### src/verilog/uartPkg.sv
`default_nettype none

package uartPkg;

  // ------------------------------------------------------------
  // CPU register addresses
  // ------------------------------------------------------------
  localparam logic [1:0] ADDR_DATA    = 2'd0;  // RHR on read, THR on write
  localparam logic [1:0] ADDR_STATUS  = 2'd1;  // Status on read, SYN/DLE write ignored
  localparam logic [1:0] ADDR_MODE    = 2'd2;  // Mode registers not kept, reads zero
  localparam logic [1:0] ADDR_COMMAND = 2'd3;  // Command register

  // ------------------------------------------------------------
  // Command register bit positions
  // ------------------------------------------------------------
  localparam int CMD_TX_ENABLE   = 0;  // TxEN
  localparam int CMD_DTR         = 1;  // Force DTR low
  localparam int CMD_RX_ENABLE   = 2;  // RxEN
  localparam int CMD_RESET_ERROR = 4;  // Clears overrun when written as one
  localparam int CMD_RTS         = 5;  // Force RTS low
  localparam int CMD_MODE_LSB    = 6;  // Two-bit operating mode field

  // Operating mode codes
  localparam logic [1:0] MODE_NORMAL      = 2'd0;
  localparam logic [1:0] MODE_LOCAL_LOOP  = 2'd2;  // TXD into receiver
  localparam logic [1:0] MODE_REMOTE_LOOP = 2'd3;  // Received bytes sent back out

  // ------------------------------------------------------------
  // Status register bit positions
  // ------------------------------------------------------------
  localparam int SR_THR_EMPTY = 0;  // THR ready for a new byte
  localparam int SR_RHR_FULL  = 1;  // RHR holds an unread byte
  localparam int SR_TX_EMPTY  = 2;  // Frame finished on TXD
  localparam int SR_OVERRUN   = 4;  // Byte lost in RHR
  localparam int SR_DCD       = 6;  // Inverted DCD pin
  localparam int SR_DSR       = 7;  // Inverted DSR pin

  // Data type shared by every byte path
  typedef logic [7:0] uartByte;

endpackage

`default_nettype wire

### src/verilog/serialPkg.sv
`default_nettype none

package serialPkg;

  // ------------------------------------------------------------
  // Bit timing, all in sysclk cycles
  // ------------------------------------------------------------
  localparam int BIT_CLOCKS = 16;  // One serial bit
  localparam int HALF_BIT   = 8;   // Start bit check point
  localparam int DATA_BITS  = 8;   // 8N1 frames only

  typedef logic [2:0] bitCount;  // Data bit index
  typedef logic [4:0] bitTimer;  // Cycle count within a bit

  // Frame engine states
  typedef enum logic [1:0] {TX_IDLE, TX_START, TX_DATA, TX_STOP} txStateT;
  typedef enum logic [1:0] {RX_IDLE, RX_START, RX_DATA, RX_STOP} rxStateT;

endpackage

`default_nettype wire

### src/verilog/busRegisters.sv
`timescale 1ns/1ps
`default_nettype none

module busRegisters
  import uartPkg::*;
(
  input  logic       sysclk,
  input  logic       s_reset,
  input  logic [1:0] address,
  input  uartByte    dataIn,
  output uartByte    dataOut,
  input  logic       ceN,
  input  logic       readN,
  input  logic       dcdN,
  input  logic       dsrN,
  output logic       txValid,
  output uartByte    txData,
  input  logic       txReady,
  input  logic       txDone,
  input  logic       rxValid,
  input  uartByte    rxData,
  output logic       txEnable,
  output logic       rxEnable,
  output logic       localLoop,
  output logic       dtrN,
  output logic       rtsN,
  output logic       txRdyN,
  output logic       rxRdyN,
  output logic       txEmtN
);

  uartByte    command;     // Command register
  uartByte    status;      // Status register
  uartByte    statusNow;   // Status with live modem bits
  uartByte    rhr;         // Receive holding register
  uartByte    thr;         // Transmit holding register
  uartByte    readLatch;   // Value presented on dataOut
  logic       thrFull;     // THR waiting for the transmitter
  logic       accessDone;  // Access already executed for this ceN low
  logic       access;
  logic       thrWrite;
  logic       remoteLoop;
  logic [1:0] mode;

  // ------------------------------------------------------------
  // CPU access decode
  // ------------------------------------------------------------
  assign access   = !ceN && !accessDone;                       // First cycle of chip enable
  assign thrWrite = access && readN && (address == ADDR_DATA);

  always_ff @(posedge sysclk) begin
    if (!s_reset) begin
      accessDone <= 1'b0;
    end else begin
      accessDone <= !ceN;  // Rearmed once ceN returns high
    end
  end

  assign dataOut = (!ceN && !readN) ? readLatch : '0;

  always_comb begin
    statusNow         = status;
    statusNow[SR_DCD] = !dcdN;
    statusNow[SR_DSR] = !dsrN;
  end

  // ------------------------------------------------------------
  // Command and status registers
  // ------------------------------------------------------------
  always_ff @(posedge sysclk) begin
    if (!s_reset) begin
      command   <= '0;
      status    <= '0;
      thrFull   <= 1'b0;
      readLatch <= '0;
    end else begin
      if (txValid && txReady) begin  // Byte taken by the transmitter
        thrFull              <= 1'b0;
        status[SR_THR_EMPTY] <= 1'b1;
      end
      if (access) begin
        if (readN) begin
          if (address == ADDR_DATA) begin
            thrFull              <= 1'b1;
            status[SR_THR_EMPTY] <= 1'b0;
          end else if (address == ADDR_COMMAND) begin
            command <= dataIn;
            if (dataIn[CMD_RESET_ERROR]) status[SR_OVERRUN] <= 1'b0;  // Error reset
          end
        end else begin
          case (address)
            ADDR_DATA: begin
              readLatch           <= rhr;
              status[SR_RHR_FULL] <= 1'b0;  // RHR consumed
            end
            ADDR_STATUS: begin
              readLatch           <= statusNow;
              status[SR_TX_EMPTY] <= 1'b0;
            end
            ADDR_MODE:    readLatch <= '0;  // No mode register
            ADDR_COMMAND: readLatch <= command;
          endcase
        end
      end
      if (txDone) status[SR_TX_EMPTY] <= 1'b1;  // Late in block so a read can't hide it
      if (rxValid) begin
        status[SR_RHR_FULL] <= 1'b1;
        if (status[SR_RHR_FULL]) status[SR_OVERRUN] <= 1'b1;  // Previous byte never read
        if (remoteLoop) begin  // Echo straight into THR
          thrFull              <= 1'b1;
          status[SR_THR_EMPTY] <= 1'b0;
        end
      end
    end
  end

  // Transmit and receive holding registers
  always_ff @(posedge sysclk) begin
    if (thrWrite) thr <= dataIn;
    if (rxValid) begin
      rhr <= rxData;
      if (remoteLoop) thr <= rxData;  // Wins over a CPU write on the same edge
    end
  end

  // ------------------------------------------------------------
  // Mode decode and pin outputs
  // ------------------------------------------------------------
  assign mode = command[CMD_MODE_LSB +: 2];

  always_comb begin
    localLoop  = 1'b0;
    remoteLoop = 1'b0;
    case (mode)
      MODE_NORMAL:      ;                    // Plain async operation
      MODE_LOCAL_LOOP:  localLoop  = 1'b1;
      MODE_REMOTE_LOOP: remoteLoop = 1'b1;
      default:          ;                    // Echo mode not kept and runs as normal
    endcase
  end

  assign txEnable = command[CMD_TX_ENABLE];
  assign rxEnable = command[CMD_RX_ENABLE];
  assign dtrN     = !command[CMD_DTR];
  assign rtsN     = !command[CMD_RTS];
  assign txValid  = thrFull;
  assign txData   = thr;

  assign txRdyN = txEnable ? !status[SR_THR_EMPTY] : 1'b1;  // Inactive while TX off
  assign rxRdyN = rxEnable ? !status[SR_RHR_FULL] : 1'b1;   // Inactive while RX off
  assign txEmtN = !status[SR_TX_EMPTY];

endmodule

`default_nettype wire

### src/verilog/uartTransmitter.sv
`timescale 1ns/1ps
`default_nettype none

module uartTransmitter
  import uartPkg::*, serialPkg::*;
(
  input  logic    sysclk,
  input  logic    s_reset,
  input  logic    txEnable,
  input  logic    txValid,
  input  uartByte txData,
  output logic    txReady,
  output logic    txDone,
  output logic    txd
);

  txStateT state;
  bitTimer timer;    // Cycles into the current bit
  bitCount count;    // Data bit being sent
  uartByte shifter;  // Remaining data bits, LSB next
  logic    bitEnd;   // Last cycle of a bit

  assign bitEnd  = (timer == bitTimer'(BIT_CLOCKS - 1));
  assign txReady = txEnable && (state == TX_IDLE);

  // ------------------------------------------------------------
  // Frame sequencing
  // ------------------------------------------------------------
  always_ff @(posedge sysclk) begin
    if (!s_reset) begin
      state  <= TX_IDLE;
      timer  <= '0;
      count  <= '0;
      txd    <= 1'b1;  // Line idles high
      txDone <= 1'b0;
    end else if (!txEnable) begin  // Disable aborts any frame
      state  <= TX_IDLE;
      timer  <= '0;
      txd    <= 1'b1;
      txDone <= 1'b0;
    end else begin
      txDone <= 1'b0;
      timer  <= bitEnd ? '0 : timer + 1'b1;
      case (state)
        TX_IDLE: begin
          timer <= '0;
          if (txValid) begin  // Transfer edge, start bit begins
            state <= TX_START;
            txd   <= 1'b0;
          end
        end
        TX_START: if (bitEnd) begin
          state <= TX_DATA;
          count <= '0;
          txd   <= shifter[0];  // Bit 0 first
        end
        TX_DATA: if (bitEnd) begin
          if (count == bitCount'(DATA_BITS - 1)) begin
            state <= TX_STOP;
            txd   <= 1'b1;
          end else begin
            count <= count + 1'b1;
            txd   <= shifter[1];  // Next bit, shifter moves on the same edge
          end
        end
        TX_STOP: if (bitEnd) begin
          state  <= TX_IDLE;
          txDone <= 1'b1;  // One cycle pulse
        end
      endcase
    end
  end

  // Payload shift register
  always_ff @(posedge sysclk) begin
    if (txValid && txReady) begin
      shifter <= txData;
    end else if (state == TX_DATA && bitEnd) begin
      shifter <= shifter >> 1;
    end
  end

endmodule

`default_nettype wire

### src/verilog/uartReceiver.sv
`timescale 1ns/1ps
`default_nettype none

module uartReceiver
  import uartPkg::*, serialPkg::*;
(
  input  logic    sysclk,
  input  logic    s_reset,
  input  logic    rxEnable,
  input  logic    localLoop,
  input  logic    rxd,
  input  logic    txd,
  output logic    rxValid,
  output uartByte rxData
);

  rxStateT state;
  bitTimer timer;     // Cycles since the last sample point
  bitCount count;     // Data bit being sampled
  uartByte shifter;   // Assembled byte, filled from the MSB end
  logic    serialIn;  // Selected line
  logic    lastIn;    // Line one cycle ago
  logic    bitEnd;
  logic    halfEnd;

  assign serialIn = localLoop ? txd : rxd;  // Local loopback takes our own TXD
  assign bitEnd   = (timer == bitTimer'(BIT_CLOCKS - 1));
  assign halfEnd  = (timer == bitTimer'(HALF_BIT - 1));
  assign rxData   = shifter;

  // ------------------------------------------------------------
  // Start detection and sample timing
  // ------------------------------------------------------------
  always_ff @(posedge sysclk) begin
    if (!s_reset) begin
      state   <= RX_IDLE;
      timer   <= '0;
      count   <= '0;
      lastIn  <= 1'b1;
      rxValid <= 1'b0;
    end else begin
      lastIn  <= serialIn;
      rxValid <= 1'b0;
      if (!rxEnable) begin
        state <= RX_IDLE;  // Receiver off, drop any frame
        timer <= '0;
      end else begin
        timer <= bitEnd ? '0 : timer + 1'b1;
        case (state)
          RX_IDLE: begin
            timer <= '0;
            if (lastIn && !serialIn) state <= RX_START;  // Falling edge
          end
          RX_START: if (halfEnd) begin
            timer <= '0;  // Now at mid start bit
            count <= '0;
            state <= serialIn ? RX_IDLE : RX_DATA;  // Glitch goes back to idle
          end
          RX_DATA: if (bitEnd) begin
            if (count == bitCount'(DATA_BITS - 1)) begin
              state <= RX_STOP;
            end else begin
              count <= count + 1'b1;
            end
          end
          RX_STOP: if (bitEnd) begin  // Mid stop bit, level not checked
            state   <= RX_IDLE;
            rxValid <= 1'b1;
          end
        endcase
      end
    end
  end

  // Mid-bit sampling, LSB arrives first
  always_ff @(posedge sysclk) begin
    if (rxEnable && state == RX_DATA && bitEnd) begin
      shifter <= {serialIn, shifter[7:1]};
    end
  end

endmodule

`default_nettype wire

### src/verilog/sc2661Top.sv
`timescale 1ns/1ps
`default_nettype none

module sc2661Top
  import uartPkg::*;
(
  input  logic       sysclk,
  input  logic       s_reset,
  input  logic [1:0] address,
  input  uartByte    dataIn,
  output uartByte    dataOut,
  input  logic       ceN,
  input  logic       readN,
  input  logic       dcdN,
  input  logic       dsrN,
  input  logic       rxd,
  output logic       txd,
  output logic       dtrN,
  output logic       rtsN,
  output logic       txRdyN,
  output logic       rxRdyN,
  output logic       txEmtN
);

  // ------------------------------------------------------------
  // Internal links
  // ------------------------------------------------------------
  logic    txValid;    // THR handshake
  logic    txReady;
  uartByte txData;
  logic    txDone;     // Frame finished
  logic    rxValid;    // New byte from the receiver
  uartByte rxData;
  logic    txEnable;
  logic    rxEnable;
  logic    localLoop;

  busRegisters regs (
    .sysclk, .s_reset, .address, .dataIn, .dataOut, .ceN, .readN, .dcdN, .dsrN,
    .txValid, .txData, .txReady, .txDone, .rxValid, .rxData,
    .txEnable, .rxEnable, .localLoop, .dtrN, .rtsN, .txRdyN, .rxRdyN, .txEmtN
  );

  uartTransmitter tx (
    .sysclk, .s_reset, .txEnable, .txValid, .txData, .txReady, .txDone,
    .txd                                             // Pin and loopback source
  );

  uartReceiver rx (
    .sysclk, .s_reset, .rxEnable, .localLoop,
    .rxd,
    .txd,                                            // Used only in local loopback
    .rxValid, .rxData
  );

endmodule

`default_nettype wire

### config.mk
export PLATFORM = sky130hd
export DESIGN_NAME = sc2661Top
export DESIGN_NICKNAME = d
export VERILOG_FILES = /design/src/verilog/uartPkg.sv /design/src/verilog/serialPkg.sv /design/src/verilog/busRegisters.sv /design/src/verilog/uartTransmitter.sv /design/src/verilog/uartReceiver.sv /design/src/verilog/sc2661Top.sv
export SDC_FILE = /design/constraint.sdc
export NUM_CORES = 1
export LEC_CHECK = 0
export BUFFER_PORTS_ARGS = -buffer_cell sky130_fd_sc_hd__buf_2
export CORE_MARGIN = 2
export CORE_UTILIZATION = 59
export CTS_CLUSTER_SIZE = 24
export DETAILED_ROUTE_END_ITERATION = 12
export PLACE_DENSITY = 0.77
export SYNTH_ARGS = -nofsm -noshare
export SYNTH_HDL_FRONTEND = slang
export SYNTH_SLANG_ARGS = --single-unit
### constraint.sdc
create_clock -name sysclk -period 1.96 [get_ports sysclk]
set_input_delay 0.196 -clock sysclk [delete_from_list [all_inputs] [get_ports sysclk]]
set_output_delay 0.196 -clock sysclk [all_outputs]
set_load 0.005 [all_outputs]
* After elaboration in Yosys (flattened, before gate mapping)
Index checks and enable logic that the tools add are counted.
Storage, ports and cells: register bits 78, output and inout bits 14, logic and storage cells 171
Operators by class: reduce and logical (&&, ||, !) cells 46, multiplexer cells 66, bitwise gates (word level) 4, add/sub/neg operators 4, equal/unequal tests 30
Operators by type and width (count):
- 2-to-1 mux 8 bit | 6
- one-hot mux 8 bit (4 select lines) | 1
- 2-to-1 mux 1 bit | 31
- 2-to-1 mux 2 bit | 13
- inequality test 2 x 1 -> 1 bit (second input constant) | 11
- 2-to-1 mux 3 bit | 7
- AND reduction 5 bit | 4
- equality test 2 bit (second input constant) | 8
- one-hot mux 2 bit (4 select lines) | 2
- nonzero test 2 bit | 7
- one-hot mux 3 bit (2 select lines) | 2
- AND reduction 3 bit | 4
- zero test 1 bit | 11
- adder 5 x 1 -> 5 bit (second input constant) | 2
- equality test 5 x 4 -> 1 bit (second input constant) | 2
- logical AND 1 bit | 10
- 2-to-1 mux 5 bit | 2
- one-hot mux 5 bit (2 select lines) | 1
- AND reduction 4 bit | 2
- adder 3 x 1 -> 3 bit (second input constant) | 2
- equality test 2 x 1 -> 1 bit (second input constant) | 3
- equality test 3 bit (second input constant) | 2
- zero test 2 bit | 3
- inequality test 2 bit (second input constant) | 3
- 6 further kinds | 11

* Depth between registers and ports, before layout
Gate-level depths: netlist of run 1.
word-level depth 9, mapped depth 7

* Cells and area by module
From an unflattened synthesis of run 1, not the netlist that was laid out.
Unflattened totals: cells, all modules 335, area total of the unflattened synthesis 3497.1 µm²
Modules (own cells, without submodules):
- busRegisters | cells an instance 178, sequential area each 840.8 µm², times used 1, area each 1690.4 µm²
- uartTransmitter | cells an instance 85, sequential area each 480.5 µm², times used 1, area each 967.2 µm²
- uartReceiver | cells an instance 72, sequential area each 480.5 µm², times used 1, area each 839.6 µm²

* Least setup slack after synthesis of run 1
Ideal clock, no wire load.
path kind register to register, from register rx.timer[0], to register rx.shifter[0] (netlist: rx.rxData[0]), enable pin, setup slack 330 ps, data arrival time 1298 ps, cell stages (with the launch flop) 6, data required time 1628 ps, clock period less this slack 1630 ps, setup time 332 ps, cells stage by stage dfxtp_1 ha_1 and3b_1 buf_2 and2_1 and3_1
On the way: cells in the longest elaborated chain, start to end 2
Ends and longest elaborated chain:
- start: declaration | line uartReceiver.sv:18 | bitTimer timer;
- start signal: assignment | line uartReceiver.sv:48 | timer <= bitEnd ? '0 : timer + 1'b1;
- equality test 5 x 4 -> 1 bit | line uartReceiver.sv:27 | assign bitEnd = (timer == bitTimer'(BIT_CLOCKS - 1));
- logical AND 1 bit | line uartReceiver.sv:77 | if (rxEnable && state == RX_DATA && bitEnd) begin
- end signal: assignment | line uartReceiver.sv:78 | shifter <= {serialIn, shifter[7:1]};
- end: declaration | line uartReceiver.sv:20 | uartByte shifter;
Every way passes these cells. A chain may end at the register's enable or synchronous reset.

* Final worst setup path of run 1
from register tx.timer[0], to register tx.state[1]
On the way: cells in the longest elaborated chain, start to end 3
Ends and longest elaborated chain:
- start: declaration | line uartTransmitter.sv:18 | bitTimer timer;
- start signal: assignment | line uartTransmitter.sv:43 | timer <= bitEnd ? '0 : timer + 1'b1;
- equality test 5 x 4 -> 1 bit * | line uartTransmitter.sv:23 | assign bitEnd = (timer == bitTimer'(BIT_CLOCKS - 1));
- via tx.bitEnd | line uartTransmitter.sv:21 | logic bitEnd;
- inequality test 2 x 1 -> 1 bit (no source line)
- AND reduction 5 bit (no source line) *
- end signal: assignment | line uartTransmitter.sv:31 | state <= TX_IDLE;
- end signal: assignment | line uartTransmitter.sv:37 | state <= TX_IDLE;
- end signal: assignment | line uartTransmitter.sv:48 | state <= TX_START;
- end: declaration | line uartTransmitter.sv:17 | txStateT state;
The timed path passes the listed nets; every way through them passes the cells marked *.

==> results of run 1 <==
[cell type report]
class | instances | area [um^2]
Timing Repair Buffer | 38 | 210.2
Inverter | 16 | 60.06
Clock inverter | 3 | 18.77
Clock buffer | 13 | 212.7
Fill cell | 442 | 1684
Sequential cell | 78 | 1802
Tap cell | 72 | 90.09
Multi-Input combinational cell | 219 | 1496
[worst max-delay path by stage]
stage,from,end,slack [ns]
finish,tx.timer[0],tx.state[1],0.24
global route,tx.timer[0],tx.state[1],0.16
CTS,tx.timer[0],tx.state[1],0.23
detailed placement,tx.timer[0],tx.state[1],0.25
global placement,tx.timer[0],tx.state[1],0.30
floorplan,rx.timer[0],rx.rxData[0],0.33
[power breakdown]
| group | switching [mW] | internal, mW | leakage (nW) |
|---|---|---|---|
| logic | 0.0877 | 0.0729 | 0.805 |
| registers | 0.0298 | 1.71 | 0.652 |
| clock network | 0.581 | 0.724 | 0.121 |
[layer usage]
| metal | vias to the layer above | global-route usage (%) | routed length (um) | part of all wire (%) |
|---|---|---|---|---|
| met4 | 0 | 9.661 | 110 | 1.7 |
| met1 | 1130 | 29.56 | 3051 | 48 |
| met3 | 8 | 5.056 | 361 | 5.6 |
| met2 | 56 | 33.33 | 2870 | 45 |
| met5 | - | 0 | 0 | 0 |
| li1 | 1209 | - | - | - |
[worst max-delay path, stage by stage (launching register included)]
cell	delay, ns
dfxtp_1	0.33
ha_1	0.22
and3_1	0.18
ha_1	0.23
o21bai_2	0.23
o2111ai_1	0.14
mux2i_1	0.22
nor2_1	0.06
[cells in the final DEF (no fill, tap or decap), types with 5 or more instances in the layout]
cell type	n
a21oi_1	13
a22oi_1	5
o21ai_1	8
mux2i_1	22
inv_1	15
a21boi_0	9
nor2b_1	7
nand2_1	37
clkbuf_8	10
nor3_1	7
buf_2	30
and2_1	13
nand3_1	14
o21ai_0	9
dfxtp_1	54
mux2_2	7
nor2_1	15
edfxtp_1	24
buf_4	8
ha_1	12
[registers in the layout (all words and copies together), names as in the netlist, 5 cells and up, named ones only]
register and cells:
regs.command 8, regs.txData 8, tx.shifter 8, regs.readLatch 8
rx.timer 5, rx.rxData 8, tx.timer 5, regs.rhr 8
[synthesized netlist by cell type, types with 2 or more instances]
cell / instances
a31oi_1: 3
nand3_1: 14
nor2b_1: 7
nor3_4: 2
nand2_1: 37
a21boi_0: 9
clkbuf_1: 4
edfxtp_1: 24
mux2_2: 7
a21oi_1: 13
nor2_1: 15
nand2b_1: 4
buf_2: 5
and3_1: 3
a22oi_1: 5
o211a_1: 2
xor2_1: 2
dfxtp_1: 54
mux2i_1: 22
nand4_1: 2
o21ai_1: 8
xnor2_1: 3
nand3b_1: 2
buf_6: 5
ha_1: 12
o21ai_0: 9
inv_1: 15
and2_1: 13
nor3_1: 7
[cells by family after synthesis]
family | synth area share, %
muxes | 8.638
buffers and inverters | 4.734
adders and majority gates | 4.337
AOI/OAI and AO/OA | 11.35
xor gates and xnor gates | 1.265
and+or+nand+nor | 17.64
DFF | 52.04
[through the flow]
step	cells	utilization (%)	worst slack (ns)	area, um^2	hold slack [ns]
final	439	69.79	0.2404	3890	0.07494
after global routing	439	69.79	0.1576	3890	0.08144
after CTS	439	69.79	0.2343	3890	0.06304
after detailed placement	423	65.63	0.2489	3659	0.4210
after global placement	423	65.63	0.2960	3659	0.4215
after floorplan	328	-	0.3305	3462	0.2676
==> impl_metrics.toml, run 1 <==
[floorplan]
rows = 27
io_pins = 31
die_h_um = 80.60
floorplan.initialDensity_pct = 62.11
die_x_um = 80.60
die_area_mm2 = 0.006496
core_mm2 = 0.005574

[cts]
cts_tree = "done"
htreeDepth = 3
clk_pin_slew_ns = 0.08
root_buffer = "clkbuf_8"
cts_hold_buf = 0
cts_setup_buffers = 0
cts_buffers = 9
clock_latency_ns = 0.35
cts_resized = 0
clk_path_buf_depth = 2
numClockSinks = 78

[pwr]
powerDensity_mw_per_mm2 = 823.9
vdd_drop_max_uv = 479.2
total_power_mw = 3.205
static-leakage-power_nw = 1.578

[worst_setup_path]
r2r_setup_slack_ns = 0.24
cp-end-kind = "flip-flop"
reg2regPathDepth = 7
r2r-start = "tx.timer[0]"
arrival_ns = 1.96
crit_path_max_fanout = 6
timing.rr.end = "tx.state[1]"
worstSetupPathType = "reg2reg"
cp-start-kind = "flip-flop"
worstPathRequired_ns = 2.20

[global_route]
track_usage_pct = 21.81
grt_pass1_vias = 2195
overflow = 0
antenna_found_initial = 0
grt_pass1_wl_um = 10490
grt_max_degree = 27

[finish]
finalNetCount = 391
antenna_cells = 0
drive_gt1_share_pct = 20.16
area_delta_synth_final_pct = 12.36

[placement]
hpwlAfterDp_um = 4646
place_congestion = 0.8695
io_buffer_count = 30

[route]
post_drt_wl_per_cell_um = 14.56
postRouteAntennaNets = 0
drt-initial-drc-count = 172
routed_wl_um = 6394
routed_via_density = 5.474
via_count = 2403
drc = 0
drt-pass1-iter-count = 4

[yosys]
synth_warnings = 0
synth-main-ff-cell = "dfxtp_1"
postSynthAreaPerCell_um2 = 10.56
ys_async_sr_fraction_pct = 0
synthCells = 328
synth-seq-cells = 78
ys_types = 49
syn_nets = 357
synth.area.top_cells = "dfxtp_1 (31%), edfxtp_1 (21%), mux2i_1 (6.4%), ha_1 (4.3%), nand2_1 (4.0%)"
synth_edf_count = 24
synth.top_cell.area_share_pct = 31.23
synth_seq_area_share_pct = 52.04
synth.largest_area_cell = "dfxtp_1"
syn_area_mm2 = 0.003462

[sta]
setup_tns_ns = 0
min_period_ns = 1.720
grt_setup_unrepaired = "false"
final.period_utilization_pct = 87.74
slew_violations = 0
timing.final.setup_violations = 0
finClkSkew_ns = 0.007563
max-slew-margin-rel_pct = 60.34
worst_slew_pin_slew_ns = 0.5783
max_freq_ghz = 0.5815
finalHoldViolations = 0

[worst_hold_path]
min_path_cells = 2
holdCritPathClass = "in2reg"
hold_end = "regs.accessDone"
min_from = "ceN"

[run]
cap_violations = 0

[run_status]
status = "completed"
No activity file was read; power rests on OpenSTA's default activity.
==> run 2, diff against run 1 <==
--- a/config.mk
+++ b/config.mk
@@ -11,6 +11,8 @@
 export CTS_CLUSTER_SIZE = 24
 export DETAILED_ROUTE_END_ITERATION = 12
 export PLACE_DENSITY = 0.77
+export SLEW_MARGIN = 20
 export SYNTH_ARGS = -nofsm -noshare
 export SYNTH_HDL_FRONTEND = slang
+export SYNTH_HIERARCHICAL = 1
 export SYNTH_SLANG_ARGS = --single-unit
==> impl_metrics.toml, run 2 <==
[yosys]
synth_edf_count = 24
synth.top_cell.area_share_pct = 30.91
synth-main-ff-cell = "dfxtp_1"
yosysMostFrequentCell = "dfxtp_1"
syn_area_mm2 = 0.003497
ys_async_sr_fraction_pct = 0
synthCells = 335
ys_types = 56
synth.area.top_cells = "dfxtp_1 (31%), edfxtp_1 (21%), ha_1 (4.3%), mux2_2 (3.5%), a21oi_1 (2.4%)"
syn_nets = 364
synth.largest_area_cell = "dfxtp_1"
synth_warnings = 6
synth_common_cells = "dfxtp_1 (54), edfxtp_1 (24), nand2_1 (21), nor2_1 (21)"
synth_seq_area_share_pct = 51.52
postSynthAreaPerCell_um2 = 10.44
synth-seq-cells = 78

[floorplan]
die_h_um = 80.99
floorplan.initialDensity_pct = 60.13
die_x_um = 80.99
rows = 28
die_area_mm2 = 0.006559
core_mm2 = 0.005816
io_pins = 31

[finish]
drive_gt1_share_pct = 19.41
antenna_cells = 0
area_delta_synth_final_pct = 10.13
final_area_mm2 = 0.003851
finalNetCount = 395
final_cell_mix = "dfxtp_1 (54), buf_2 (30), edfxtp_1 (24)"
mostFrequentLayoutCell = "dfxtp_1"

[worst_setup_path]
path_cells = "ha_1, and3_1, ha_2, o21ba_1, a2111o_1, a211oi_1"
r2r_setup_slack_ns = 0.09
critical_path_buf_inv_count = 0
reg2regPathDepth = 6
crit_path_max_fanout = 4
arrival_ns = 2.12
crit_family = "compound AO/OA/AOI/OAI gates"
cp-end-kind = "flip-flop"
timing.rr.end = "tx/state[0]"
r2r-start = "tx/timer[0]"
worst_path_max_delay_cell = "a2111o_1"
worstPathRequired_ns = 2.21
worstSetupPathType = "reg2reg"
slowest_delay_ns = 0.42
cp-start-kind = "flip-flop"

[sta]
setup_tns_ns = 0
post-route-worst-setup-slack_ns = 0.09103
timing.final.setup_violations = 0
max-slew-margin-rel_pct = 54.53
final.period_utilization_pct = 95.36
finalHoldViolations = 0
hold_ws_ns = 0.09250
grt_setup_unrepaired = "false"
min_period_ns = 1.869
finClkSkew_ns = 0.01270
worst_slew_pin_slew_ns = 0.6820
slew_violations = 0
max_freq_ghz = 0.5351

[run_status]
status = "completed"

[route]
via_count = 2562
drt-initial-drc-count = 146
post_drt_wl_per_cell_um = 15.54
drt-pass1-iter-count = 4
postRouteAntennaNets = 0
routed_wl_um = 6930
drc = 0
routed_via_density = 5.744

[worst_hold_path]
min_from = "ceN"
hold_end = "regs/accessDone"
holdCritPathClass = "in2reg"
min_path_cells = 2

[placement]
placed_area_mm2 = 0.003666
io_buffer_count = 30
pre_cts_slack_ns = 0.1055
hpwlAfterDp_um = 4907
place_congestion = 0.7893

[run]
cap_violations = 0

[cts]
clk_pin_slew_ns = 0.07
cts_tree = "done"
clock_latency_ns = 0.35
cts_setup_buffers = 0
clk_path_buf_depth = 2
cts_buffers = 9
root_buffer = "clkbuf_8"
numClockSinks = 78
htreeDepth = 3

[pwr]
powerDensity_mw_per_mm2 = 788.8
vdd_drop_max_uv = 597.0
static-leakage-power_nw = 1.454

[global_route]
overflow = 0
grt_max_degree = 23
antenna_found_initial = 0
track_usage_pct = 22.31
grt_pass1_wl_um = 11000
grt_pass1_vias = 2308
==> run 2: repair_timing <==
item,4_1_cts,5_1_grt
hold buffers,0,0
setup endpoints to repair,0,1
gates resized for setup,0,1
==> run 2: worst max-delay path by stage <==
stage,to,cells past startpoint,start,slack [ns]
finish,tx/state[0],6,tx/timer[0],0.09
global route,tx/state[0],6,tx/timer[0],0.001
CTS,tx/state[0],6,tx/timer[0],0.08
detailed placement,tx/state[0],6,tx/timer[0],0.11
global placement,tx/state[0],6,tx/timer[0],0.17
floorplan,tx/state[0],6,tx/timer[0],0.24
==> run 2: logic make-up after synthesis <==
group,share of synthesized area [%]
AOI/OAI and AO/OA,17.42
DFF,51.52
adders and majority gates,4.293
xor gates and xnor gates,1.002
muxes,4.973
and+or+nand+nor,15.96
buffers and inverters,4.830
==> run 2: metal layers <==
layer,share of wire (%),vias to the layer above,global-route usage (%)
met3,4.7,12,5.444
met1,46,1195,29.09
met4,1.7,0,8.305
met5,0,-,0
li1,-,1279,-
met2,48,76,36.12
==> run 2: cell type report <==
class                      count  area (um^2)
fill                         479         1964
inverter                      11        41.29
clock buffer                  11        131.4
clock inverter                 5        51.30
timing repair buffer          37        202.7
multi-input combinational    229         1529
sequential                    78         1802
tap                           75        93.84
==> run 2: through the flow <==
step	power [mW]	utilization, %	instances
3_3_place_gp	1.938	63.04	430
2_1_floorplan	1.884	-	335
5_1_grt	3.149	66.22	446
6_report	3.038	66.22	446
3_5_place_dp	1.943	63.04	430
4_1_cts	3.063	66.18	446
==> run 2: power breakdown <==
group	internal (mW)	total, mW	switching [mW]
clock	0.581	1.13	0.550
combinational	0.0714	0.171	0.0996
sequential	1.70	1.74	0.0313
total	2.36	3.04	0.681
